[src/mem_types_pkg.sv]
`default_nettype none

package mem_types_pkg;

    // Memory geometry, fixed by the RV32 access rules
    localparam int LANES     = 4;    // Byte lanes per word
    localparam int MEM_WORDS = 256;  // 1 KiB of data RAM
    localparam int WORD_AW   = 8;    // Word index width

    typedef logic [31:0] data_t;       // One data word
    typedef logic [31:0] data_addr_t;  // Byte address
    typedef logic [LANES-1:0] byte_en_t;

    // Access size from the core
    typedef enum logic [1:0] {
        ACCESS_BYTE = 2'b00,
        ACCESS_HALF = 2'b01,
        ACCESS_WORD = 2'b10
    } data_access_e;

    // APB master phases
    typedef enum logic [1:0] {
        APB_IDLE   = 2'b00,
        APB_SETUP  = 2'b01,
        APB_ACCESS = 2'b10
    } apb_state_e;

endpackage

`default_nettype wire

[src/byte_lane_ram.sv]
`timescale 1ns/10ps
`default_nettype none

module byte_lane_ram (
    input  logic                              i_clock,
    input  logic                              i_en,
    input  logic                              i_we,
    input  logic [mem_types_pkg::WORD_AW-1:0] i_addr,
    input  logic [7:0]                        i_wdata,
    output logic [7:0]                        o_rdata   // Valid the cycle after i_en
);
    import mem_types_pkg::*;

    logic [7:0] mem [MEM_WORDS];

    always_ff @(posedge i_clock) begin
        if (i_en) begin
            if (i_we) begin
                mem[i_addr] <= i_wdata;
            end
            o_rdata <= mem[i_addr];  // Old contents on a write
        end
    end

endmodule

`default_nettype wire

[config.mk]
export PLATFORM = sky130hd
export DESIGN_NAME = byte_lane_ram
export DESIGN_NICKNAME = d
export VERILOG_FILES = /design/src/mem_types_pkg.sv /design/src/byte_lane_ram.sv
export SDC_FILE = /design/constraint.sdc
export NUM_CORES = 2
export LEC_CHECK = 0
export ABC_AREA = 1
export BUFFER_PORTS_ARGS = -buffer_cell sky130_fd_sc_hd__clkbuf_2
export CORE_UTILIZATION = 50
export CTS_CLUSTER_SIZE = 14
export DETAILED_ROUTE_END_ITERATION = 7
export PLACE_DENSITY = 0.65
export SLEW_MARGIN = 20
export SYNTH_ARGS = -nofsm -noshare
export SYNTH_HDL_FRONTEND = slang
export SYNTH_SLANG_ARGS = --single-unit
[constraint.sdc]
create_clock -name i_clock -period 3.05 [get_ports i_clock]
set_input_delay 0.4575 -clock i_clock [delete_from_list [all_inputs] [get_ports i_clock]]
set_output_delay 0.4575 -clock i_clock [all_outputs]
set_load 0.02 [all_outputs]
* Word level (Yosys, flattened, before mapping)
Memory sizes are Yosys's and may differ from the RTL's. A register that Yosys moved wholly into a read port is not among the register bits.
Cells that the tools add are included.
** Cells by class
- Add/sub/neg operators :: 0
- Multiply operators :: 0
- Divide/modulo/power cells :: 0
- Magnitude comparators :: 0
- Equal/unequal tests :: 0
- Shift-type cells :: 0
- Muxes and demuxes :: 3
- Bitwise logic cells :: 0
- Reduce and logical (&&, ||, !) cells :: 0
** Operators with widths (count)
- 2-to-1 mux 1 bit :: 3
** Word-level totals
- Register bits after elaboration :: 0
- Latch bits :: 0
- Bits in writable memories :: 2048
- Memory bits (read-only) :: 0
- Output and inout port bits :: 8
- Memories kept :: 1
** Memories
- mem :: depth 256, bits a word 8, read ports 1, clocked after Yosys merged registers in 1, wr ports 1, line byte_lane_ram.sv:14 : logic [7:0] mem [MEM_WORDS];

* Longest topological paths before layout
- Word-level depth :: 3
- Gate-level depth with buffers :: 17
- Mapped depth without buffers :: 13

* Worst setup path before layout
OpenSTA, ideal clock, no wires.
- Path kind :: input port to flip-flop
- Start point :: input port i_addr[0] (netlist bit)
- End point :: memory mem[99][0], enable pin
- Data arrival time :: 2.083 ns
- Slack :: 0.597 ns
- Cell stages on the path :: 9
- Path buffers :: 5
- Cells stage by stage :: buf_2 > inv_2 > buf_6 > buf_6 > buf_2 > nor3_2 > nand2_1 > clkbuf_1 > nor2_1
** RTL lines
- start: declaration :: line byte_lane_ram.sv:8 : input logic [mem_types_pkg::WORD_AW-1:0] i_addr,
- end: declaration :: line byte_lane_ram.sv:14
No word-level cell before the write port.

==> reports/metrics.cfg <==
[run_status]
status = finished clean

[pwr]
p_comb_share_pct = 6.2
sequentialPowerShare_pct = 52.8
p_sw_uw = 13230
ir_worst_vdd_mv = 0.5697
power_uw = 58970
power_density_nw_per_um2 = 609.0
swShare_pct = 22.43
clkPwrFrac_pct = 41.0
p_leak_uw = 0.03784
p_int_uw = 45750

[final_layout]
area_delta_synth_final_pct = 14.28
finalNonFillerCells = 10400
finalInstanceArea_um2 = 96840
fin_util_pct = 57.72
drive_gt1_share_pct = 9.465
fillers = 13690
fin_nets = 8037

[synth]
yosys.area.top_type_share_pct = 72.86
ys.flop_type = edfxtp_1
yosys.area.top_type = edfxtp_1
synth_edf_count = 2056
seq_area_frac_synth_pct = 72.86
synth_cells = 7798
ys_top_cells_by_area = edfxtp_1, nand2_1, nand3_1
netlist_top_cells_count = nand2_1, edfxtp_1, nand3_1
syn_area_um2 = 84740
async_flop_share_pct = 0
yosys_warnings = 0
avgSynthCellArea_um2 = 10.87
synth_seq_cells = 2056
yosysMostFrequentCell = nand2_1
ys_types = 16
syn-num-nets = 7817

[global_route]
grt_overflow_total = 0
grt_use_total_pct = 26.97
grt_start_max_net_pins = 118
grt_pass1_wl_um = 344800
grt_pass1_vias = 54680
antenna_found_initial = 6

[die]
rows = 150
io_pins = 27
core_um2 = 167800
initial_core_util_pct = 50.50
dieArea_um2 = 171100
fp.dieW_um = 413.7
die_h_um = 413.7

[sta]
grt_setup_unrepaired = no
maxSlewHeadroom_pct = 33.22
tns_ns = 0
setup_violations = 0
final.setup_skew_ns = 0.02778
worst_slew_pin_slew_ns = 0.9981
max_clock_freq_mhz = 392.6
finalHoldViolCount = 0
fin_crit_sh_pct = 83.51
drv_slew = 0
min_period_ns = 2.547

[clock_network]
clock_path_buffers = 3
cts_setup_buffers = 0
cts-resized-gates = 0
cts.sinks = 2056
numCtsBuffers = 201
tritoncts = built
clkLatencyLatePin_ns = 0.84
hold_buffers = 0
h-tree-depth = 4
clk_pin_slew_ns = 0.06
root_buffer = clkbuf_16

[setup_path]
cp-start-kind = primary input
path_cells = buf_8 > buf_12 > nor2_4 > buf_12 > buf_12 > nand2_1 > nand3_1 > nand2_1 > nand2_1 > o21ai_1 > nand2_1 > nor2_1 > nor2_1 > nor2_1 > buf_4 > nand2_1
cp.required_ns = 3.77
cpPeakStageDelay_ns = 0.52
critPathKind = primary input to flop
slowest_stage = nor2_1
end_kind = flop
path_delay_family = simple AND/OR/NAND/NOR gates
crit_top_cell = nand2_1
crit_buf_inv = 5
arrival_ns = 3.26
cp_max_fo = 72

[routing]
vias = 57600
drcViolationCount = 0
wl_per_cell_um = 22.15
first_pass_iters = 6
ant_nets = 0
vias_per_cell = 5.540
dr.first_iter.drc_count = 6453
wl_um = 230300

[place]
io_buffers = 26
dpl.cell_count = 10020
routabilityCongestion = 0.8995
post-dp-hpwl_um = 140200
dpl_cell_area_um2 = 90490

[job]
maxCapViolations = 0

[hold_path]
hold_class = primary input to flop

layer usage:
metal / up-vias / routed length [um] / global-route usage (%) / part of all wire [%]
met5: - / 9 / 0 / 0.0039
met2: 2578 / 106400 / 41.53 / 46
li1: 26700 / - / - / -
met4: 2 / 8157 / 10.16 / 3.5
met1: 27900 / 95900 / 38.62 / 42
met3: 427 / 19870 / 4.493 / 8.6
power groups by stage:
stage | sequential, uW | clock (uW) | combinational (uW)
after global placement | 31700 | 0 | 3600
after detailed placement | 31700 | 0 | 3630
after floorplan | 31800 | 0 | 1780
after global routing | 31100 | 25400 | 3970
after CTS | 31100 | 24400 | 3640
final | 31100 | 24200 | 3670
cells by family (layout without fill, tap and decap cells):
logic type	Yosys count	in the layout	share of synthesized area [%]
flops	2056	2056	72.86
other cells	0	5	0
simple gates	5144	5144	24.03
compound gates	128	128	0.7560
buf+inv	470	860	2.355
sequential cells by signal, summed over array words and instances (netlist names):
| signal | flops |
|---|---|
| mem | 2048 |
| o_rdata | 8 |
through the flow:
step / hold WS, ns / worst slack (ns)
3_3_place_gp: 0.8994 / -0.2100
5_1_grt: 0.03752 / 0.3462
6_report: 0.04255 / 0.5029
3_5_place_dp: 0.9041 / -0.2163
2_1_floorplan: 0.5564 / 0.5969
4_1_cts: 0.01161 / 0.5300
final timing paths:
path	start	end	slack [ns]	cells past startpoint
max	i_addr[0]	o_rdata[1]$_DFFE_PP_	0.50	16
min	i_wdata[4]	mem[215][4]$_DFFE_PP_	0.04	1
max reg2reg	mem[199][3]$_DFFE_PP_	o_rdata[3]$_DFFE_PP_	0.57	14
min reg2reg	mem[106][5]$_DFFE_PP_	o_rdata[5]$_DFFE_PP_	0.98	10
final cells by class:
| class | instances | area [um^2] | share of cell area, % |
|---|---|---|---|
| clock buffers | 243 | 5251 | 5.423 |
| repair buffers | 473 | 4837 | 4.995 |
| clock inverters | 130 | 1085 | 1.120 |
| multi-input cells | 5272 | 21080 | 21.77 |
| diodes | 5 | 12.51 | 0.01292 |
| well taps | 2204 | 2758 | 2.848 |
| flip-flops and latches | 2056 | 61740 | 63.76 |
| inverters | 14 | 72.57 | 0.07494 |
cell usage in the layout (no fill, tap or decap), types with 10 or more instances in the layout:
master | netlist | routed
buf_12 | 0 | 100
buf_4 | 1 | 347
buf_8 | 0 | 10
bufinv_16 | 0 | 17
clkbuf_1 | 249 | 39
clkbuf_16 | 0 | 204
clkbuf_2 | 0 | 16
clkinv_1 | 2 | 56
clkinv_2 | 0 | 40
edfxtp_1 | 2056 | 2056
inv_1 | 10 | 10
nand2_1 | 4102 | 4094
nand3_1 | 564 | 560
nand4_1 | 132 | 132
nor2_1 | 343 | 338
o21ai_1 | 128 | 128
No activity file was read; power rests on OpenSTA's default activity.
