`src/mem_types_pkg.sv`:
```
`default_nettype none

package mem_types_pkg;

    // Memory geometry, fixed by the RV32 access rules
    localparam int LANES     = 4;    // Byte lanes per word
    localparam int MEM_WORDS = 256;  // 1 KiB of data RAM
    localparam int WORD_AW   = 8;    // Word index width

    typedef logic [31:0] data_t;       // One data word
    typedef logic [31:0] data_addr_t;  // Byte address
    typedef logic [LANES-1:0] byte_en_t;

    // Access size from the core
    typedef enum logic [1:0] {
        ACCESS_BYTE = 2'b00,
        ACCESS_HALF = 2'b01,
        ACCESS_WORD = 2'b10
    } data_access_e;

    // APB master phases
    typedef enum logic [1:0] {
        APB_IDLE   = 2'b00,
        APB_SETUP  = 2'b01,
        APB_ACCESS = 2'b10
    } apb_state_e;

endpackage

`default_nettype wire

```
`src/data_memory_adapter.sv`:
```
`timescale 1ns/10ps
`default_nettype none

module data_memory_adapter (
    input  mem_types_pkg::data_addr_t   i_addr,         // Byte address
    input  mem_types_pkg::data_access_e i_access,       // Byte, half or word
    input  logic                        i_unsigned,     // Zero-extend loads
    input  logic                        i_wr_enable,
    input  logic                        i_rd_enable,
    input  mem_types_pkg::data_t        i_wr_data,
    input  mem_types_pkg::data_t        i_bus_rdata,    // Word from the bus
    input  logic                        i_bus_busy,
    output mem_types_pkg::data_t        o_rd_data,      // Extended load result
    output logic                        o_busy,
    output logic                        o_align_error,
    output mem_types_pkg::data_addr_t   o_bus_addr,     // Word aligned
    output logic                        o_bus_we,
    output logic                        o_bus_re,
    output mem_types_pkg::byte_en_t     o_bus_be,
    output mem_types_pkg::data_t        o_bus_wdata     // Lane steered
);
    import mem_types_pkg::*;

    logic [1:0] offset;   // Byte offset inside the word
    data_t      rd_lane;  // Read word moved down to the addressed byte

    assign offset  = i_addr[1:0];
    assign rd_lane = i_bus_rdata >> {offset, 3'b000};

    assign o_busy     = i_bus_busy;
    assign o_bus_addr = {i_addr[31:2], 2'b00};
    assign o_bus_we   = i_wr_enable & ~o_align_error;  // Misaligned never reaches bus
    assign o_bus_re   = i_rd_enable & ~o_align_error;

    // Half needs an even address, word a multiple of 4
    always_comb begin
        case (i_access)
            ACCESS_BYTE: begin
                o_align_error = 1'b0;
            end
            ACCESS_HALF: begin
                o_align_error = offset[0];
            end
            ACCESS_WORD: begin
                o_align_error = |offset;
            end
            default: begin
                o_align_error = 1'b1;  // Unknown size is refused
            end
        endcase
    end

    // Store steering and byte enables
    always_comb begin
        o_bus_wdata = '0;
        o_bus_be    = '0;
        case (i_access)
            ACCESS_BYTE: begin
                o_bus_wdata = data_t'(i_wr_data[7:0]) << {offset, 3'b000};
                o_bus_be    = byte_en_t'(4'b0001) << offset;
            end
            ACCESS_HALF: begin
                o_bus_wdata = data_t'(i_wr_data[15:0]) << {offset[1], 4'b0000};
                o_bus_be    = byte_en_t'(4'b0011) << {offset[1], 1'b0};
            end
            ACCESS_WORD: begin
                o_bus_wdata = i_wr_data;
                o_bus_be    = 4'b1111;
            end
            default: begin
                o_bus_be = '0;
            end
        endcase
    end

    // Load lane pick and extension
    always_comb begin
        case (i_access)
            ACCESS_BYTE: begin
                o_rd_data = {i_unsigned ? 24'b0 : {24{rd_lane[7]}}, rd_lane[7:0]};
            end
            ACCESS_HALF: begin
                o_rd_data = {i_unsigned ? 16'b0 : {16{rd_lane[15]}}, rd_lane[15:0]};
            end
            default: begin
                o_rd_data = i_bus_rdata;  // Full word, offset is zero
            end
        endcase
    end

endmodule

`default_nettype wire

```
`config.mk`:
```
export PLATFORM = sky130hd
export DESIGN_NAME = data_memory_adapter
export DESIGN_NICKNAME = d
export VERILOG_FILES = /design/src/mem_types_pkg.sv /design/src/data_memory_adapter.sv
export SDC_FILE = /design/constraint.sdc
export NUM_CORES = 1
export LEC_CHECK = 0
export ABC_AREA = 1
export BUFFER_PORTS_ARGS = -buffer_cell sky130_fd_sc_hd__buf_4
export CORE_AREA = 5 5 77 79
export DETAILED_ROUTE_END_ITERATION = 8
export DIE_AREA = 0 0 82 84
export PLACE_DENSITY = 0.79
export SLEW_MARGIN = 20
export SYNTH_ARGS = -nofsm -noshare
export SYNTH_HDL_FRONTEND = slang
export SYNTH_SLANG_ARGS = --single-unit
```
`constraint.sdc`:
```
create_clock -name vclk -period 3.2
set_clock_uncertainty 0.15 [all_clocks]
set_input_delay 0.32 -clock vclk [all_inputs]
set_output_delay 0.32 -clock vclk [all_outputs]
set_load 0.05 [all_outputs]
```
# Yosys cells after proc, flatten, opt, wreduce, memory -nomap -nowiden
# Cells that the tools add are included.
# totals
ff_bits,0
out_inout_bits,104
in_bits,102
word_cells,18
# op_classes
bitwise_logic,3
reduce_logical,2
eq_ne,2
shifts,5
n_mux,6
# op_table
cell,n
case mux 32 bit (3 select lines),1
case mux 32 bit (2 select lines),1
<< shifter 16 x 5 -> 32 bit,1
<< shifter 8 x 5 -> 32 bit,1
>> shifter 32 x 5 -> 16 bit,1
2-to-1 mux 24 bit,1
2-to-1 mux 16 bit,1
case mux 4 bit (3 select lines),1
<< shifter 1 x 2 -> 4 bit (first input constant),1
<< shifter 2 x 2 -> 4 bit (first input constant),1
case mux 1 bit (3 select lines),1
AND 1 bit,2
equality test 2 x 1 -> 1 bit (second input constant),1
equality test 2 bit (second input constant),1
zero test 2 bit,1
OR reduction 2 bit,1
NOT 1 bit,1

# Logic depth before layout (Yosys ltp)
# logic_depth
ltp_word,4
ltp_mapped,9
mapped_depth_nobuf,7

# Least setup slack after synthesis
# Ideal clock, no wire load.
# synth_timing
path_kind,input to output
start,in i_addr[0]
end,out o_bus_re
cell_stages,5
arrival_ps,1949
n_path_buf,2
required_ps,2730
setup_slack_ps,781
cell_sequence,buf_4 inv_2 buf_2 o21ai_1 nor2_1
# synth_between
elab_chain_len,4
# synth_rtl
element,line_no,text
start: declaration,data_memory_adapter.sv:5,"input mem_types_pkg::data_addr_t i_addr,"
OR reduction 2 bit,data_memory_adapter.sv:45,o_align_error = |offset;
case mux 1 bit (3 select lines) *,data_memory_adapter.sv:37,case (i_access)
net o_align_error,data_memory_adapter.sv:15,"output logic o_align_error,"
NOT 1 bit *,data_memory_adapter.sv:33,assign o_bus_re = i_rd_enable & ~o_align_error;
AND 1 bit *,data_memory_adapter.sv:33,
end: declaration,data_memory_adapter.sv:18,"output logic o_bus_re,"
# The timed path passes the listed nets; every way through them passes the cells marked *.

# Worst setup path after layout
# layout_timing
start,in i_access[1]
end,out o_bus_wdata[15]
# layout_between
elab_chain_len,2
# layout_rtl
element,line_no,text
start: declaration,data_memory_adapter.sv:6,"input mem_types_pkg::data_access_e i_access,"
"equality test 2 bit, or another cell as far along",data_memory_adapter.sv:57,case (i_access)
case mux 32 bit (3 select lines) *,data_memory_adapter.sv:57,
end: declaration,data_memory_adapter.sv:20,output mem_types_pkg::data_t o_bus_wdata
# Every way passes the cells marked *; elsewhere a longest branch is shown, timed or not.

==> qor.csv <==
metric,value,unit
vias,2472,
area.growth.synth_to_final,52.2,%
cts-resized-gates,0,
portBuffers,142,
tightest_slew,783,ps
path_class,in -> out,
fmax,401,MHz
post_cts_buffers,0,
wl_per_cell,14.7,microns
ys_warn_count,0,
nFlopsAndLatches,0,
synthDistinctLibCells,20,
whs_path_depth,0,
seq_area,0,sq um
dp_hpwl,5670,microns
setup_viol,0,
cp_slowest_cell,nor2_2,
netlist_area,0.00158,sq mm
design.core.area,0.00527,sq mm
cp_cell_sequence,buf_4 -> nor2_2 -> nand2_1 -> o21ai_1 -> buf_4,
rows,27,
seq_area_frac_synth,0,
n_clock_buffer,0,
routed_via_density,5.04,
power.density,257,mW/mm^2
required,2730,ps
fin_crit,2500,ps
place_ws,725,ps
yosysTopAreaCellShare,0.308,
die_y,84,microns
antenna_found_initial,0,
drt_iter0_markers,165,
hold_violations,0,
grt_start_max_net_pins,47,
hold_path.class,in -> out,
cp-endpoint,o_bus_wdata[15],
place.gp.congestion,0.823,
diodes,0,
avgSynthCellArea,4.87,sq um
maxCapViolCount,0,
drive_gt1_frac,0.383,
crit_arrival,2030,ps
start_util,0.300,
layout_setup_ws,704,ps
ios,206,
cp_top_family,simple AND/OR/NAND/NOR gates,
period_share,0.780,
netlist_instances,325,
ys_top_cells_by_area,"nand2_1 (31%), nand3_1 (24%), buf_4 (17%), o211ai_1 (3.8%), nand4_1 (3.2%)",
startpoint_type,primary input,
vdd_drop_max,0.139,mV
dr.pass1.iters,5,
synth_common_cells,"nand2_1 (130), nand3_1 (75), buf_4 (36), nor2_1 (13), inv_1 (11)",
cp.depth,5,
nFillCells,606,
slew_headroom,0.477,
wl,7200,microns
overflow,0,
antenna_left,0,
p_leak,1.39,nW
cp-end-kind,primary output,
nNetsFinal,522,
cp.buffers_inverters,2,
grt_pass1_wl,11100,microns
path_common_cell,buf_4,
cts_hold_buf,0,
rsz0062_at_grt,false,
max_stage_delay,510,ps
grt_pass1_vias,2326,
drc,0,
setup-tns-final,0,ps
synth_most_common_cell,nand2_1,
outcome,"finished, final reports clean",
grt_usage,0.194,
critical_path.max_fanout,46,
critical_path.startpoint,i_access[1],
die_w,82,microns
report.final.slew_viol_count,0,
yosysTopAreaCell,nand2_1,
die_area,0.00689,sq mm
-- routing by layer --
metal | wire length (microns) | share of wire | vias to the layer above | global-route usage
met4 | 144 | 0.020 | 0 | 0.0438
met3 | 643 | 0.089 | 16 | 0.0324
li1 | - | - | 1218 | -
met5 | 0 | 0 | - | 0
met2 | 3610 | 0.50 | 143 | 0.351
met1 | 2800 | 0.39 | 1095 | 0.230
-- area by class of cell --
type               count  area (sq um)  share of cell area
inverters             20          77.6              0.0322
multi-input cells    256          1170               0.488
well taps             72          90.1              0.0374
repair buffers       142          1070               0.443
-- cell families after synthesis --
group / Yosys count / synth area share
simple gates: 234 / 0.647
buf+inv: 70 / 0.260
compound gates: 20 / 0.0901
other cells: 1 / 0.00237
-- worst min path at each step --
stage               start        endpoint  slack, ps
6_report       i_addr[25]  o_bus_addr[25]        490
5_1_grt        i_addr[16]  o_bus_addr[16]        490
4_1_cts        i_addr[19]  o_bus_addr[19]        490
3_5_place_dp   i_addr[19]  o_bus_addr[19]        490
3_3_place_gp   i_addr[19]  o_bus_addr[19]        490
2_1_floorplan  i_addr[10]  o_bus_addr[10]        660
-- power breakdown --
part | switching [W] | internal (W)
Clock | 0 | 0
Sequential | 0 | 0
Combinational | 0.000427 | 0.000193
Total | 0.000427 | 0.000193
-- placed cells by master (no fill, tap or decap), types with 2 or more instances in the layout --
cell,count
buf_4,142
conb_1,2
inv_1,11
inv_2,8
nand2_1,130
nand3_1,75
nand4_1,8
nor2_1,13
nor2_2,3
nor2_4,2
o211ai_1,8
o21ai_1,10
-- through the flow --
stage	power (W)	cell area [sq um]	instances	util	hold WS, ps
after floorplan	0.000505	1590	326	-	657
after global placement	0.000613	2410	490	0.457	490
after detailed placement	0.000619	2410	490	0.457	490
after CTS	0.000620	2410	490	0.457	490
after global routing	0.000654	2410	490	0.457	490
final	0.000619	2410	490	0.457	490
Note: power is estimated with default switching activity, not from simulation.
