===== src/mem_types_pkg.sv =====
`default_nettype none

package mem_types_pkg;

    // Memory geometry, fixed by the RV32 access rules
    localparam int LANES     = 4;    // Byte lanes per word
    localparam int MEM_WORDS = 256;  // 1 KiB of data RAM
    localparam int WORD_AW   = 8;    // Word index width

    typedef logic [31:0] data_t;       // One data word
    typedef logic [31:0] data_addr_t;  // Byte address
    typedef logic [LANES-1:0] byte_en_t;

    // Access size from the core
    typedef enum logic [1:0] {
        ACCESS_BYTE = 2'b00,
        ACCESS_HALF = 2'b01,
        ACCESS_WORD = 2'b10
    } data_access_e;

    // APB master phases
    typedef enum logic [1:0] {
        APB_IDLE   = 2'b00,
        APB_SETUP  = 2'b01,
        APB_ACCESS = 2'b10
    } apb_state_e;

endpackage

`default_nettype wire


===== src/apb_read_merge.sv =====
`timescale 1ns/10ps
`default_nettype none

module apb_read_merge (
    input  logic                 i_clock,
    input  logic                 i_arst_n,
    input  mem_types_pkg::data_t i_lane_rdata,    // Lane i in byte i
    input  logic                 i_access_first,
    input  logic                 i_range_err,
    output mem_types_pkg::data_t o_prdata,
    output logic                 o_pready,
    output logic                 o_pslverr
);
    import mem_types_pkg::*;

    // Lanes answer one edge after the first ACCESS cycle
    always_ff @(posedge i_clock or negedge i_arst_n) begin
        if (!i_arst_n) begin
            o_pready  <= 1'b0;
            o_pslverr <= 1'b0;
        end else begin
            o_pready  <= i_access_first;
            o_pslverr <= i_range_err;
        end
    end

    always_comb begin
        o_prdata = '0;
        for (int i = 0; i < LANES; i++) begin
            o_prdata[8*i +: 8] = o_pslverr ? 8'h00 : i_lane_rdata[8*i +: 8];  // Zero on error
        end
    end

endmodule

`default_nettype wire


===== config.mk =====
export PLATFORM = sky130hd
export DESIGN_NAME = apb_read_merge
export DESIGN_NICKNAME = d
export VERILOG_FILES = /design/src/mem_types_pkg.sv /design/src/apb_read_merge.sv
export SDC_FILE = /design/constraint.sdc
export NUM_CORES = 1
export LEC_CHECK = 0
export ABC_AREA = 1
export ABC_CLOCK_PERIOD_IN_PS = 1100
export BUFFER_PORTS_ARGS = -buffer_cell sky130_fd_sc_hd__buf_2
export CAP_MARGIN = 20
export CORE_MARGIN = 2
export CORE_UTILIZATION = 23
export CTS_CLUSTER_DIAMETER = 40
export DETAILED_ROUTE_END_ITERATION = 8
export PLACE_DENSITY = 0.79
export SYNTH_ARGS = -nofsm -noshare
export SYNTH_HDL_FRONTEND = slang
export SYNTH_SLANG_ARGS = --single-unit

===== constraint.sdc =====
create_clock -name i_clock -period 1.1 [get_ports i_clock]
set_input_delay 0.33 -clock i_clock [delete_from_list [all_inputs] [get_ports i_clock]]
set_output_delay 0.33 -clock i_clock [all_outputs]
set_load 0.005 [all_outputs]

## Word-level counts from Yosys, hierarchy flattened

Index checks and enable logic that the tools add are counted.

- Mux-type cells: 4

Operators by type and width:

| cell | count |
|---|---|
| $mux W8 | 4 |

- Register bits: 2
- Bits of input ports: 36
- Output and inout bits: 34
- Logic and storage cells: 6

## Longest topological paths before layout

Gate-level depths: netlist (run 1).

- Depth in word-level cells: 1
- Mapped depth: 2
- Mapped depth without buffers: 2

## Worst setup path before layout (run 1)

No wires, ideal clock.

- Path type: flip-flop to output port
- Start: register o_pslverr
- End: output o_prdata[0]
- Arrival: 0.712 ns
- Data required time: 0.770 ns
- Path slack: 0.058 ns
- Stages on the path, launching flop included: 3
- Buffers on the path: 1
- Cells stage by stage: dfrtp_1 > buf_6 > nor2_1

- Cells in the longest elaborated chain, start to end: 1

Ends and longest elaborated chain:

| item | line | RTL |
|---|---|---|
| start: declaration | apb_read_merge.sv:12 | `output logic o_pslverr` |
| start signal: assignment | apb_read_merge.sv:23 | `o_pslverr <= i_range_err;` |
| $mux W8 | apb_read_merge.sv:30 | `o_prdata[8*i +: 8] = o_pslverr ? 8'h00 : i_lane_rdata[8*i +: 8];` |
| end: declaration | apb_read_merge.sv:10 | `output mem_types_pkg::data_t o_prdata,` |

No other way between the ends.

## Final worst setup path (run 1)

- Start: register o_pslverr
- End: output o_prdata[7]

The elaborated chain is that of the path after synthesis.

==> results of run 1 <==
-- kinds of logic after synthesis --
| group | after synthesis |
|---|---|
| buffers and inverters | 35 |
| AND/OR/NAND/NOR | 32 |
| flip-flops | 2 |
-- how the worst max path moves through the flow --
stage / start / end / slack (ns) / cells after the start
6_report: o_pslverr / o_prdata[7] / -0.24 / 3
4_1_cts: o_pslverr / o_prdata[7] / -0.26 / 3
5_1_grt: o_pslverr / o_prdata[22] / -0.29 / 3
3_5_place_dp: o_pslverr / o_prdata[23] / -0.009 / 3
3_3_place_gp: o_pslverr / o_prdata[17] / 0.005 / 3
2_1_floorplan: o_pslverr / o_prdata[0] / 0.06 / 2
-- per-layer routing --
metal	GRT usage	vias to the layer above	part of all wire	wire (µm)
met3	0.05217	4	0.098	115
met4	0.09677	0	0.024	28
li1	-	317	-	-
met2	0.2438	29	0.58	686
met5	0	-	0	0
met1	0.1105	239	0.29	342
-- timing repair --
item                                   4_1_cts  5_1_grt
resized for setup                            1        4
hold buffers                                 1        0
setup endpoints to repair                   33       33
endpoints found under the hold margin        2        0
-- layout make-up --
cell class | count | area share
Timing Repair Buffer | 72 | 0.5270
Tap cell | 15 | 0.02618
Sequential cell | 2 | 0.06981
Multi-Input combinational cell | 32 | 0.1780
Clock buffer | 3 | 0.03141
Inverter | 32 | 0.1675
-- placed cells by master, fill, tap and decap left out --
cell type,n
clkbuf_4,3
buf_6,2
nor2_1,29
dfrtp_1,2
inv_1,32
buf_2,69
dlygate4sd3_1,1
nor2_2,3
-- synthesized netlist by cell type --
master   instances
inv_1           32
dfrtp_1          2
buf_6            3
nor2_1          32
-- power breakdown --
group          internal, mW  switching (mW)
clock network         0.121          0.0465
registers            0.0779         0.00182
logic                 0.116          0.0895
total                 0.315           0.138
-- through the flow --
step / util / area (µm²)
6_report: 0.5510 / 716.9
3_3_place_gp: 0.5144 / 669.4
3_5_place_dp: 0.5144 / 669.4
2_1_floorplan: - / 324.1
4_1_cts: 0.5423 / 705.7
5_1_grt: 0.5510 / 716.9
-- sequential cells by signal (all words and copies together), names as in the netlist --
| register | flops |
|---|---|
| o_pready | 1 |
| o_pslverr | 1 |
-- worst max-delay path: stages (launching register included) --
cell     delay (ns)
dfrtp_1        0.38
buf_6          0.17
nor2_2         0.11
buf_2          0.12
==> flow_summary.ini, run 1 <==
[global_routing]
grt_pass1_wl_um = 1745
grt.overflow.total = 0
grt_max_degree = 21
grtUsageTotal = 0.1318
antenna_found_initial = 0
grt_pass1_vias = 441

[clock_tree]
numCtsBuffers = 3
cts_tree = yes
post_cts_buffers = 0
cts-root-buf = clkbuf_4
clockBufferDepth = 2
cts_num_sinks = 2
cts.reportedPaths.clkPinSlew_ns = 0.03
htree_levels = 1

[run]
drv_cap = 0

[route]
avgRoutedWirePerCell_um = 7.519
dr_total_vias = 589
drt-initial-drc-count = 5
drc_errors = 0
drtAntennaViolNets = 0
routed_wl_um = 1173
via_per_inst = 3.776
drt_pass1_iterations = 4

[die]
initial_core_util = 0.2490
fp-row-count = 13
die_w_um = 41.54
io_pins = 70
coreArea_um2 = 1301
dieArea_um2 = 1725
die_h_um = 41.54

[finish]
final_nets = 179
antennaDiodeCount = 0
area_growth_pct = 121.2
seq_area_um2 = 50.05
layoutNonFillerInstCount = 156
multiInputGateArea_um2 = 127.6
fillers = 147
layout-drive-gt1-share = 0.5461

[sta]
fmax_mhz = 743.6
period_needed_ns = 1.345
tightest_slew_ns = 0.1336
period_share = 1.223
setup_viol = 33
hold_violations = 0
tns_ns = -6.971
final.setup.worst_slack_ns = -0.2449
maxSlewHeadroom = 0.9109
rsz0062_at_grt = true
hold_ws_ns = 0.2107
slew_violations = 0

[critical_path]
arrival_ns = 1.01
startpoint_type = register
cp.required_ns = 0.77
critPathCaptureType = output pin
crit_type = register to output pin
cp_max_fo = 20

[synthesis]
ys_ff_latch = 2
synthSimpleGateAreaFrac = 0.3707
yosysWarningCount = 0
seq_area_frac_synth = 0.1544
synth_mux_area_frac = 0
netlist_instances = 69
synth_top_family_by_area = buffers and inverters
synthTopCellsByArea = inv_1 37%, nor2_1 37%, dfrtp_1 15%
synth_xor_area_frac = 0
synth_nets = 105
synth_compound_area_frac = 0
syn_area_um2 = 324.1
synth_top_area_share = 0.3707
synth_fa_ha_area_frac = 0
ys_types = 4
avgSynthCellArea_um2 = 4.697
yosysTopAreaCell = inv_1

[min_path]
holdPathEnd = o_pready
holdPathStages = 1
hp-class = primary input to register
hold_start = i_access_first

[power_and_ir_drop]
powerDensity_nw_per_um2 = 631.1
power_leakage_nw = 0.5849
total_power_mw = 0.4524
irDropWorstVdd_mv = 0.3991

[placement]
routabilityCongestion = 0.6394
dpl.cell_count = 152
port_buffers = 69
dp_hpwl_um = 960.3
dp_slack_ns = -0.009259

[status]
status = complete, but fails checks
failed_checks = negative setup slack
Power figures use the tool's default switching activity.
==> run 2, diff against run 1 <==
- REMOVE_ABC_BUFFERS: unset -> 1
==> flow_summary.ini, run 2 (synthesis gave the netlist of run 1 again) <==
[power_and_ir_drop]
powerDensity_nw_per_um2 = 615.5
combPwrFrac = 0.467
internal-power_mw = 0.3125
p_switching_mw = 0.1264
clkPwrFrac = 0.351
power_leakage_nw = 0.5836
switching_share = 0.2880
seqPwrFrac = 0.181
irDropWorstVdd_mv = 0.5100
total_power_mw = 0.4389

[global_routing]
antenna_found_initial = 0
grt_pass1_wl_um = 1945
grt_pass1_vias = 514
grtUsageTotal = 0.1355
grt_max_degree = 21
grt.overflow.total = 0

[finish]
reg_top3 = o_pready: 1 flops, o_pslverr: 1 flops
layout_commonest_cell = buf_2
post-route-util = 0.5481
layout-drive-gt1-share = 0.5461
area_growth_pct = 120.1
final_nets = 179
antennaDiodeCount = 0
final_cell_mix = 69 x buf_2, 32 x inv_1, 29 x nor2_1

[clock_tree]
cts_tree = yes
post_cts_buffers = 0
cts_num_sinks = 2
cts.reportedPaths.clkPinSlew_ns = 0.03
cts-root-buf = clkbuf_4
clockBufferDepth = 2
htree_levels = 1
numCtsBuffers = 3

[die]
die_h_um = 41.54
fp-row-count = 13
io_pins = 70
dieArea_um2 = 1725
coreArea_um2 = 1301
die_w_um = 41.54
initial_core_util = 0.2490

[route]
avgRoutedWirePerCell_um = 7.436
drt-initial-drc-count = 4
drtAntennaViolNets = 0
drt_pass1_iterations = 2
dr_total_vias = 592
drc_errors = 0
via_per_inst = 3.795
routed_wl_um = 1160

[placement]
dp_hpwl_um = 977.5
dp_slack_ns = -0.03347
routabilityCongestion = 0.6556
port_buffers = 69

[critical_path]
cp_max_fo = 20
worstPathCellList = buf_6 -> nor2_1 -> buf_2
crit_type = register to output pin
critPathSlowestCell = dfrtp_1
startpoint_type = register
critPathCaptureType = output pin
cpPeakStageDelay_ns = 0.38
arrival_ns = 1.00
cp.required_ns = 0.77

[sta]
rsz0062_at_grt = true
maxSlewHeadroom = 0.9044
final.setup.worst_slack_ns = -0.2299
setup_viol = 33
fmax_mhz = 751.9
slew_violations = 0
period_needed_ns = 1.330
hold_ws_ns = 0.2260
period_share = 1.209
hold_violations = 0
tightest_slew_ns = 0.1434

[min_path]
holdPathEnd = o_pready
holdPathStages = 1
hp-class = primary input to register
hold_start = i_access_first

[run]
drv_cap = 0

[status]
status = complete, but fails checks
failed_checks = negative setup slack
## run 2: cell counts in the layout (fill, tap and decap cells not counted)
No cell type changed its count.
## run 2: worst max-delay path: cells and delay by family (launching register included)
family | cells | cell delay [ns]
flops | 1 | 0.38
simple gates | 1 | 0.11
buf+inv | 2 | 0.29
## run 2: metrics by stage
| stage | instances | setup TNS [ns] | instance area [µm²] |
|---|---|---|---|
| floorplan | 66 | -4.967 | 290.3 |
| global placement | 152 | 0 | 669.4 |
| detailed placement | 152 | -0.2747 | 669.4 |
| CTS | 156 | -7.386 | 705.7 |
| global route | 156 | -8.920 | 713.2 |
| finish | 156 | -6.975 | 713.2 |
## run 2: area by class of cell
type | count | area (µm²)
fill | 137 | 588.1
timing repair buffer | 72 | 374.1
multi-input combinational | 32 | 127.6
inverter | 32 | 120.1
sequential | 2 | 50.05
clock buffer | 3 | 22.52
tap | 15 | 18.77
## run 2: power by group through the flow
stage / sequential (mW) / combinational [mW] / clock (mW)
after CTS: 0.0796 / 0.205 / 0.161
after floorplan: 0.0916 / 0.0588 / 0
after global placement: 0.0797 / 0.193 / 0
final: 0.0796 / 0.205 / 0.154
after detailed placement: 0.0800 / 0.200 / 0
after global routing: 0.0800 / 0.232 / 0.169
## run 2: what timing repair did
item                                    in CTS  in global routing
resized for setup                            1                  3
endpoints found under the hold margin        2                  0
endpoints found under the setup margin      33                 33
hold buffers                                 1                  0
pin swaps                                    0                  0
## run 2: per-layer routing
layer	track usage	vias up	part of all wire
met5	0	-	0
met4	0.03871	0	0
met3	0.03478	0	0.14
met2	0.2750	40	0.55
met1	0.1293	235	0.31
li1	-	317	-
## run 2: how the worst max path moves through the flow
| stage | end | start | slack (ns) |
|---|---|---|---|
| 2_1_floorplan | o_prdata[0] | o_pslverr | -0.15 |
| 3_3_place_gp | o_prdata[1] | o_pslverr | 0.01 |
| 3_5_place_dp | o_prdata[0] | o_pslverr | -0.03 |
| 4_1_cts | o_prdata[28] | o_pslverr | -0.25 |
| 5_1_grt | o_prdata[28] | o_pslverr | -0.31 |
| 6_report | o_prdata[13] | o_pslverr | -0.23 |
