`src/mem_types_pkg.sv`:
```
`default_nettype none

package mem_types_pkg;

    // Memory geometry, fixed by the RV32 access rules
    localparam int LANES     = 4;    // Byte lanes per word
    localparam int MEM_WORDS = 256;  // 1 KiB of data RAM
    localparam int WORD_AW   = 8;    // Word index width

    typedef logic [31:0] data_t;       // One data word
    typedef logic [31:0] data_addr_t;  // Byte address
    typedef logic [LANES-1:0] byte_en_t;

    // Access size from the core
    typedef enum logic [1:0] {
        ACCESS_BYTE = 2'b00,
        ACCESS_HALF = 2'b01,
        ACCESS_WORD = 2'b10
    } data_access_e;

    // APB master phases
    typedef enum logic [1:0] {
        APB_IDLE   = 2'b00,
        APB_SETUP  = 2'b01,
        APB_ACCESS = 2'b10
    } apb_state_e;

endpackage

`default_nettype wire

```
`src/apb_bridge.sv`:
```
`timescale 1ns/10ps
`default_nettype none

module apb_bridge (
    input  logic                      i_clock,
    input  logic                      i_arst_n,
    input  mem_types_pkg::data_addr_t i_bus_addr,
    input  logic                      i_bus_we,
    input  logic                      i_bus_re,
    input  mem_types_pkg::byte_en_t   i_bus_be,
    input  mem_types_pkg::data_t      i_bus_wdata,
    output mem_types_pkg::data_t      o_bus_rdata,
    output logic                      o_bus_busy,
    output logic                      o_bus_err,
    output logic                      o_psel,
    output logic                      o_penable,
    output logic                      o_pwrite,
    output mem_types_pkg::data_addr_t o_paddr,
    output mem_types_pkg::data_t      o_pwdata,
    output mem_types_pkg::byte_en_t   o_pstrb,
    input  mem_types_pkg::data_t      i_prdata,
    input  logic                      i_pready,
    input  logic                      i_pslverr
);
    import mem_types_pkg::*;

    apb_state_e state;
    apb_state_e state_next;
    logic       start;  // Request accepted in IDLE
    logic       done;   // Completion cycle

    assign start = (state == APB_IDLE) & (i_bus_we | i_bus_re);
    assign done  = (state == APB_ACCESS) & i_pready;

    always_comb begin
        state_next = state;
        case (state)
            APB_IDLE: begin
                if (start) begin
                    state_next = APB_SETUP;
                end
            end
            APB_SETUP: begin
                state_next = APB_ACCESS;
            end
            APB_ACCESS: begin
                if (i_pready) begin
                    state_next = APB_IDLE;  // Slave may stretch ACCESS
                end
            end
            default: begin
                state_next = APB_IDLE;
            end
        endcase
    end

    always_ff @(posedge i_clock or negedge i_arst_n) begin
        if (!i_arst_n) begin
            state <= APB_IDLE;
        end else begin
            state <= state_next;
        end
    end

    // Transfer fields held stable until completion
    always_ff @(posedge i_clock) begin
        if (start) begin
            o_paddr  <= i_bus_addr;
            o_pwrite <= i_bus_we;                   // Write wins over read
            o_pwdata <= i_bus_wdata;
            o_pstrb  <= i_bus_we ? i_bus_be : '0;   // No strobes on reads
        end
    end

    assign o_psel      = (state != APB_IDLE);
    assign o_penable   = (state == APB_ACCESS);
    assign o_bus_busy  = (state == APB_SETUP) | ((state == APB_ACCESS) & ~i_pready);
    assign o_bus_rdata = done ? i_prdata : '0;
    assign o_bus_err   = done & i_pslverr;

endmodule

`default_nettype wire

```
`config.mk`:
```
export PLATFORM = sky130hd
export DESIGN_NAME = apb_bridge
export DESIGN_NICKNAME = d
export VERILOG_FILES = /design/src/mem_types_pkg.sv /design/src/apb_bridge.sv
export SDC_FILE = /design/constraint.sdc
export NUM_CORES = 1
export LEC_CHECK = 0
export BUFFER_PORTS_ARGS = -buffer_cell sky130_fd_sc_hd__buf_2
export CORE_MARGIN = 2
export CORE_UTILIZATION = 39
export CTS_BUF_LIST = sky130_fd_sc_hd__clkbuf_2
export DETAILED_ROUTE_END_ITERATION = 10
export HOLD_SLACK_MARGIN = 0.12
export PLACE_DENSITY = 0.86
export SYNTH_ARGS = -nofsm -noshare
export SYNTH_HDL_FRONTEND = slang
export SYNTH_SLANG_ARGS = --single-unit
```
`constraint.sdc`:
```
create_clock -name i_clock -period 5.44 [get_ports i_clock]
set_input_delay 0.272 -clock i_clock [delete_from_list [all_inputs] [get_ports i_clock]]
set_output_delay 0.272 -clock i_clock [all_outputs]
set_load 0.02 [all_outputs]
```
# == Word-level counts from Yosys, hierarchy flattened ==
# Cells that the tools add are included.
# op_classes
eq_ne,4
mux,4
n_reduce_logical,3
bitwise,7
# op_table
operator,count
2-to-1 mux 32 bit,1
one-hot mux 2 bit (3 select lines),1
AND 1 bit,4
2-to-1 mux 2 bit,2
equality test 2 x 1 -> 1 bit (second input constant),1
equality test 2 bit (second input constant),1
logical NOT 2 bit,1
inequality test 2 x 1 -> 1 bit (second input constant),1
inequality test 2 bit (second input constant),1
bitwise OR 1 bit,2
AND reduction 2 bit,1
nonzero test 2 bit,1
inverter 1 bit,1
# totals
out_inout_bits,105
ff_bits,71
inputBits,106
wordCells,23

# == Longest topological paths before layout ==
# Gate-level depths: netlist of run 1.
# depth
ltp_word,4
depth_mapped,3

# == Least setup slack after synthesis of run 1 ==
# OpenSTA, ideal clock, no wires.
# synth_path
path_kind,register to register
startpoint,register state[0]
endpoint,"register o_paddr[0], enable pin"
n_path_buf,0
t_required_ps,4942
arrival_time_ps,3679
setup_slack_ps,1263
stages_incl_launch_ff,3
cell_sequence,dfrtp_1 > or2_2 > nor2_1
# synth_between
elab_chain_cells,2
# synth_lines
element,line_no,text
from (decl),apb_bridge.sv:27,apb_state_e state;
from (signal assigned),apb_bridge.sv:61,state <= state_next;
logical NOT 2 bit,apb_bridge.sv:32,assign start = (state == APB_IDLE) & (i_bus_we | i_bus_re);
AND 1 bit,apb_bridge.sv:32,
via start,apb_bridge.sv:29,logic start;
to (signal assigned),apb_bridge.sv:68,o_paddr <= i_bus_addr;
to (decl),apb_bridge.sv:18,"output mem_types_pkg::data_addr_t o_paddr,"
# The timed path passes the listed nets, and every way through them passes these cells.
# A chain may end at the register's enable or synchronous reset.

# == Worst setup path in the final report of run 1 ==
# layout_path
startpoint,register state[0]
endpoint,output port o_bus_rdata[28]
# layout_between
elab_chain_cells,3
# layout_lines
element,line_no,text
equality test 2 bit,apb_bridge.sv:33,assign done = (state == APB_ACCESS) & i_pready;
AND 1 bit,apb_bridge.sv:33,
2-to-1 mux 32 bit,apb_bridge.sv:78,assign o_bus_rdata = done ? i_prdata : '0;
to (decl),apb_bridge.sv:12,"output mem_types_pkg::data_t o_bus_rdata,"
# No other way between the ends.

==> results.sh, run 1 <==
export IMPL_synth_top_family_by_area="simple AND/OR/NAND/NOR gates"
export IMPL_worst_slew_margin_rel_pct=43.9
export IMPL_grt_setup_unrepaired="no"
export IMPL_synth_compound_gate_area_share_pct=0.401
export IMPL_initial_antenna_violation_count=0
export IMPL_finalWirelength_mm=7.57
export IMPL_antenna_diode_count=0
export IMPL_cts_clk_slew_worst_paths_ps=200
export IMPL_finalClockSkew_ps=20.3
export IMPL_area_growth_pct=80.8
export IMPL_mappedNetlistNets=227
export IMPL_totalNegativeSetupSlack_ps=0
export IMPL_initial_utilization_pct=39.8
export IMPL_tritoncts_num_buffers=9
export IMPL_clock_network_latency_to_the_later_pin_of_the_worst_skew_pair_ps=480
export IMPL_synthMuxAreaShare_pct=0
export IMPL_final_instance_count_excl_fill=495
export IMPL_fp_dieArea_um2=7060
export IMPL_timing_hold_worst_endpoint="o_paddr[14]"
export IMPL_worstReg2RegStart="state[0]"
export IMPL_timing_critical_path_buf_inv=1
export IMPL_run_status="completed"
export IMPL_r2r_end="o_pwdata[19]"
export IMPL_seq_area_frac_synth_pct=85.0
export IMPL_crit_path_launch_type="flop"
export IMPL_ff_latch_count_synth=71
export IMPL_synthesis_yosys_warnings=0
export IMPL_gp_congestion=0.801
export IMPL_clock_root_buffer="sky130_fd_sc_hd__clkbuf_2"
export IMPL_slew_viol_final=0
export IMPL_post_route_period_util_pct=38.9
export IMPL_synthAdderAreaFrac_pct=0
export IMPL_rr_worst_depth=3
export IMPL_max_freq_mhz=473
export IMPL_std_cell_rows=29
export IMPL_synth_xor_xnor_area_share_pct=0
export IMPL_fin_nets=519
export IMPL_report_final_hold_viol_count=0
export IMPL_syn_area_per_cell_um2=20.6
export IMPL_clkSinkCount=71
export IMPL_netlist_instances=121
export IMPL_numPlacedInstances=406
export IMPL_detailroute_via_count=2154
export IMPL_drive_above_1_share_pct=60.3
export IMPL_wl_per_cell_um=15.3
export IMPL_worstPathRequired_ps=5170
export IMPL_core_um2=6280
export IMPL_standby_leakage_power_nw=2.13
export IMPL_drt_pass_1_iters=5
export IMPL_top_family_by_delay_on_critical_path="simple AND/OR/NAND/NOR gates"
export IMPL_crit_fanout=33
export IMPL_reg2reg_setup_slack_ps=3520
export IMPL_vdd_drop_max_mv=0.288
export IMPL_number_of_distinct_library_cell_variants_in_the_gate_level_netlist_after_synthesis=13
export IMPL_drt_initial_drc_count=79
export IMPL_cap_violations=0
export IMPL_timing_worst_slew_pin_value_ps=842
export IMPL_syn_area_um2=2500
export IMPL_grt_pass1_vias=2278
export IMPL_worst_path_max_delay_cell="sky130_fd_sc_hd__and3b_2"
export IMPL_layout_min_cycle_time_ps=2110
export IMPL_critical_path_arrival_ps=1840
export IMPL_grt_total_usage_pct=21.2
export IMPL_total_power_mw=1.93
export IMPL_crit_end_category="primary output"
export IMPL_yosys_area_share_simple_pct=13.1
export IMPL_detailed_place_hpwl_mm=4.72
export IMPL_cp_cell_sequence="and3b_2 > and2_4 > buf_2"
export IMPL_largest_net_degree_at_the_start_of_global_routing=70
export IMPL_cts_tree="done"
export IMPL_worstHoldPathCells=2
export IMPL_longest_individual_stage_delay_on_the_worst_path_ps=550
export IMPL_route_detailed_vias_per_inst=4.35
export IMPL_cts_htree_levels=3
export IMPL_drcViolationCount=0
export IMPL_global_route_wire_length_before_repair_mm=11.4
export IMPL_chipHeight_um=84.0
export IMPL_global_route_overflow_total=0
export IMPL_die_span_x_um=84.0
export IMPL_min_delay_start="i_bus_addr[14]"
export IMPL_setup_viol_count_final=0
export IMPL_power_per_cell_area_nw_per_um2=427
export IMPL_maximum_clock_insertion_buffer_count=2
export IMPL_timing_hold_worst_class="in -> reg"
export IMPL_port_buffers=210
export IMPL_top_level_ports=211
export IMPL_timing_setup_critical_path_class="reg -> out"
export IMPL_antenna_left=0
[cell type report]
class	instances	area [um^2]
multi-input cells	46	345
fillers	441	1760
well taps	77	96.3
repair buffers	284	1790
inverters	1	3.75
clock buffers	10	50.0
clock inverters	6	108
flip-flops and latches	71	2120
[layout by cell type, fill, tap and decap left out, types with 3 or more instances in the layout]
master | netlist | routed
sky130_fd_sc_hd__clkbuf_2 | 0 | 10
sky130_fd_sc_hd__and2_1 | 15 | 15
sky130_fd_sc_hd__edfxtp_1 | 69 | 69
sky130_fd_sc_hd__bufinv_16 | 0 | 3
sky130_fd_sc_hd__and2_4 | 19 | 19
sky130_fd_sc_hd__buf_2 | 0 | 210
sky130_fd_sc_hd__and2_2 | 3 | 3
sky130_fd_sc_hd__dlygate4sd3_1 | 0 | 73
[cell families after synthesis]
family / Yosys count
flops: 71
simple gates: 44
buf+inv: 4
compound gates: 2
[worst max-delay path by stage]
stage               startpoint  cells after the start         endpoint  slack (ps)
finish                state[0]                      3  o_bus_rdata[28]        3330
global route          state[0]                      3   o_bus_rdata[0]        3130
detailed placement    state[0]                      3      o_paddr[23]        3530
CTS                   state[0]                      3  o_bus_rdata[28]        3250
global placement      state[0]                      3       o_paddr[9]        3580
floorplan             state[0]                      2       o_paddr[0]        1260
[cell usage after synthesis]
cell type | instances | area share [%]
sky130_fd_sc_hd__edfxtp_1 | 69 | 83
sky130_fd_sc_hd__o21ai_0 | 2 | 0.40
sky130_fd_sc_hd__and2b_2 | 1 | 0.35
sky130_fd_sc_hd__or2_2 | 1 | 0.25
sky130_fd_sc_hd__dfrtp_1 | 2 | 2.0
sky130_fd_sc_hd__and2_4 | 19 | 6.7
sky130_fd_sc_hd__inv_1 | 1 | 0.15
sky130_fd_sc_hd__and3b_2 | 1 | 0.40
sky130_fd_sc_hd__or3b_1 | 1 | 0.35
sky130_fd_sc_hd__and2_1 | 15 | 3.8
sky130_fd_sc_hd__buf_6 | 3 | 1.4
sky130_fd_sc_hd__and2_2 | 3 | 0.90
sky130_fd_sc_hd__nor2_1 | 3 | 0.45
[where the power goes]
| part | internal (mW) | switching (mW) |
|---|---|---|
| clock | 0.200 | 0.185 |
| sequential | 0.813 | 0.0473 |
| combinational | 0.229 | 0.455 |
| total | 1.24 | 0.687 |
[routing by layer]
| layer | track usage [%] | up-vias | part of all wire [%] |
|---|---|---|---|
| met2 | 39.4 | 143 | 55 |
| met3 | 7.81 | 16 | 9.2 |
| met4 | 6.60 | 0 | 1.7 |
| met5 | 0 | - | 0 |
| met1 | 22.1 | 974 | 34 |
| li1 | - | 1021 | - |
[state kept, by name, summed over array words and instances, names as in the netlist]
| register | flops |
|---|---|
| o_paddr | 32 |
| o_pwdata | 32 |
| o_pstrb | 4 |
| state | 2 |
| o_pwrite | 1 |
[per-stage QoR]
stage	setup slack [ps]	area, um^2	utilization (%)	hold WS (ps)
3_3_place_gp	3580	3630	57.8	58.5
4_1_cts	3250	4510	71.9	422
6_report	3330	4510	71.9	475
5_1_grt	3130	4510	71.9	420
3_5_place_dp	3530	3630	57.8	65.1
2_1_floorplan	1260	2500	-	-23.6
[repair_timing]
item / 4_1_cts / 5_1_grt
setup buffers: 0 / 0
endpoints found under the hold margin: 73 / 0
gates resized for setup: 0 / 0
endpoints found under the setup margin: 0 / 0
hold buffers: 73 / 0
Note: power is estimated with default switching activity, not from simulation.
==> run 2: changes to the inputs <==
- CORE_UTILIZATION: 39 -> 35
- PLACE_DENSITY: 0.86 -> 0.82
- clock period: 5.44 -> 1.9 ns (I/O delays scaled with it)
==> run 2 against run 1 <==
Critical path depth did not move. Register-to-register slack worse by 3100 ps. Utilization down 5.3 points. Routed wire length up 8.6%. Flip-flop and latch count stayed put. Via count is 1.6% higher. Cell count rose by 4.2%. Global-route usage is 1.1 points lower. Largest power group unchanged. Critical endpoint is now o_bus_err. Sequential power rose to 2.8 times the previous value. Die area increased by 11%. Worst hold slack got worse by 190 ps.
==> results.sh, run 2 (synthesis results as in run 1) <==
export IMPL_run_status="completed"
export IMPL_core_um2=6830
export IMPL_area_growth_pct=82.2
export IMPL_numPlacedInstances=426
export IMPL_largest_net_degree_at_the_start_of_global_routing=45
export IMPL_tritoncts_num_buffers=9
export IMPL_finalClockSkew_ps=31.6
export IMPL_crit_fanout=17
export IMPL_worstReg2RegStart="state[1]"
export IMPL_drt_initial_drc_count=51
export IMPL_drt_pass_1_iters=4
export IMPL_crit_path_launch_type="flop"
export IMPL_gr_max_usage_layer="met2"
export IMPL_clock_network_latency_to_the_later_pin_of_the_worst_skew_pair_ps=510
export IMPL_top_level_ports=211
export IMPL_fin_nets=521
export IMPL_chipHeight_um=88.5
export IMPL_finalWirelength_mm=8.22
export IMPL_layout_min_cycle_time_ps=1800
export IMPL_worst_slew_margin_rel_pct=78.6
export IMPL_wl_per_cell_um=15.9
export IMPL_postLayoutCellArea_um2=4550
export IMPL_gp_congestion=0.710
export IMPL_cts_clk_slew_worst_paths_ps=220
export IMPL_power_per_cell_area_nw_per_um2=1180
export IMPL_reg2reg_setup_slack_ps=410
export IMPL_vdd_drop_max_mv=0.720
export IMPL_clkSinkCount=71
export IMPL_setup_viol_count_final=0
export IMPL_clock_root_buffer="sky130_fd_sc_hd__clkbuf_2"
export IMPL_layout_cells_most_common="sky130_fd_sc_hd__buf_2"
export IMPL_postPlaceCellArea_um2=3670
export IMPL_rr_worst_depth=3
export IMPL_timing_worst_slew_pin_value_ps=322
export IMPL_layout_cells_most_common_list="199 x sky130_fd_sc_hd__buf_2, 73 x sky130_fd_sc_hd__dlygate4sd3_1, 69 x sky130_fd_sc_hd__edfxtp_1"
export IMPL_critical_path_arrival_ps=1710
export IMPL_reg_largest_list="o_paddr: 32 flops, o_pwdata: 32 flops, o_pstrb: 4 flops"
export IMPL_total_power_mw=5.36
export IMPL_totalNegativeSetupSlack_ps=0
export IMPL_postCtsSetupRepairBufs=0
export IMPL_grt_setup_unrepaired="yes"
export IMPL_port_buffers=210
export IMPL_r2r_end="o_pwdata[8]"
export IMPL_max_freq_mhz=555
export IMPL_initial_utilization_pct=36.6
export IMPL_fp_dieArea_um2=7830
export IMPL_cap_violations=0
export IMPL_std_cell_rows=30
export IMPL_pre_cts_slack_ps=447
export IMPL_cts_htree_levels=3
export IMPL_die_span_x_um=88.5
export IMPL_share_of_the_core_filled_with_cells_pct=66.6
export IMPL_grt_total_usage_pct=20.1
export IMPL_detailed_place_hpwl_mm=5.04
export IMPL_timing_hold_worst_class="in -> reg"
export IMPL_post_route_period_util_pct=94.9
export IMPL_detailroute_via_count=2189
export IMPL_global_route_overflow_total=0
export IMPL_grt_pass1_vias=2258
export IMPL_drcViolationCount=0
export IMPL_report_final_hold_viol_count=0
export IMPL_crit_end_category="primary output"
export IMPL_timing_hold_worst_endpoint="o_paddr[4]"
export IMPL_final_instance_count_excl_fill=516
export IMPL_cts_tree="done"
export IMPL_antenna_left=0
export IMPL_gr_usage_met2_pct=38.2
export IMPL_timing_hold_ws_ps=281
export IMPL_worstHoldPathCells=2
export IMPL_timing_final_ws_setup_ps=97.8
export IMPL_worstPathRequired_ps=1800
export IMPL_global_route_wire_length_before_repair_mm=11.1
export IMPL_standby_leakage_power_nw=2.12
export IMPL_met1_resource_use_gr_pct=19.0
export IMPL_slew_viol_final=0
export IMPL_initial_antenna_violation_count=1
export IMPL_grtUsageMet3_pct=7.93
export IMPL_timing_setup_critical_path_class="reg -> out"
export IMPL_min_delay_start="i_bus_addr[4]"
export IMPL_route_detailed_vias_per_inst=4.24
export IMPL_maximum_clock_insertion_buffer_count=2
export IMPL_drive_above_1_share_pct=60.4
[run 2: cell type report]
class,count,area [um^2]
antenna,1,2.50
sequential,71,2120
tap,96,120
timing repair buffer,285,1840
inverter,1,3.75
multi-input combinational,47,360
clock buffer,9,45.0
fill,510,2280
clock inverter,6,60.1
[run 2: worst max-delay path by stage]
stage / startpoint / to / slack [ps] / cells after the start
floorplan: state[0] / o_paddr[0] / -220 / 2
global placement: state[0] / o_paddr[5] / 480 / 3
detailed placement: state[1] / o_paddr[8] / 450 / 3
CTS: state[0] / o_bus_rdata[3] / 40 / 3
global route: state[0] / o_bus_err / -10 / 3
finish: state[0] / o_bus_err / 100 / 3
[run 2: worst max-delay path, cell delays in order (launching register included)]
cell                      delay, ps
sky130_fd_sc_hd__dfrtp_1        450
sky130_fd_sc_hd__and3b_4        440
sky130_fd_sc_hd__and2_2         190
sky130_fd_sc_hd__buf_4          140
[run 2: where the power goes]
part           leakage [nW]  total [mW]  switching (mW)  internal (mW)
registers             0.684        2.45           0.135           2.31
clock network        0.0656       0.844           0.551          0.293
logic                  1.37        2.07            1.34          0.729
total                  2.12        5.36            2.02           3.33
[run 2: timing repair]
| action | in CTS | in global routing |
|---|---|---|
| resized for setup | 2 | 11 |
| setup endpoints to repair | 33 | 12 |
| gates cloned | 1 | 0 |
| hold endpoints to repair | 73 | 0 |
| hold buffers | 73 | 0 |
[run 2: per-layer routing]
layer / share of wire, % / up-vias
met1: 33 / 1014
met2: 56 / 131
met5: 0 / -
met3: 9.9 / 14
met4: 1.9 / 0
li1: - / 1030
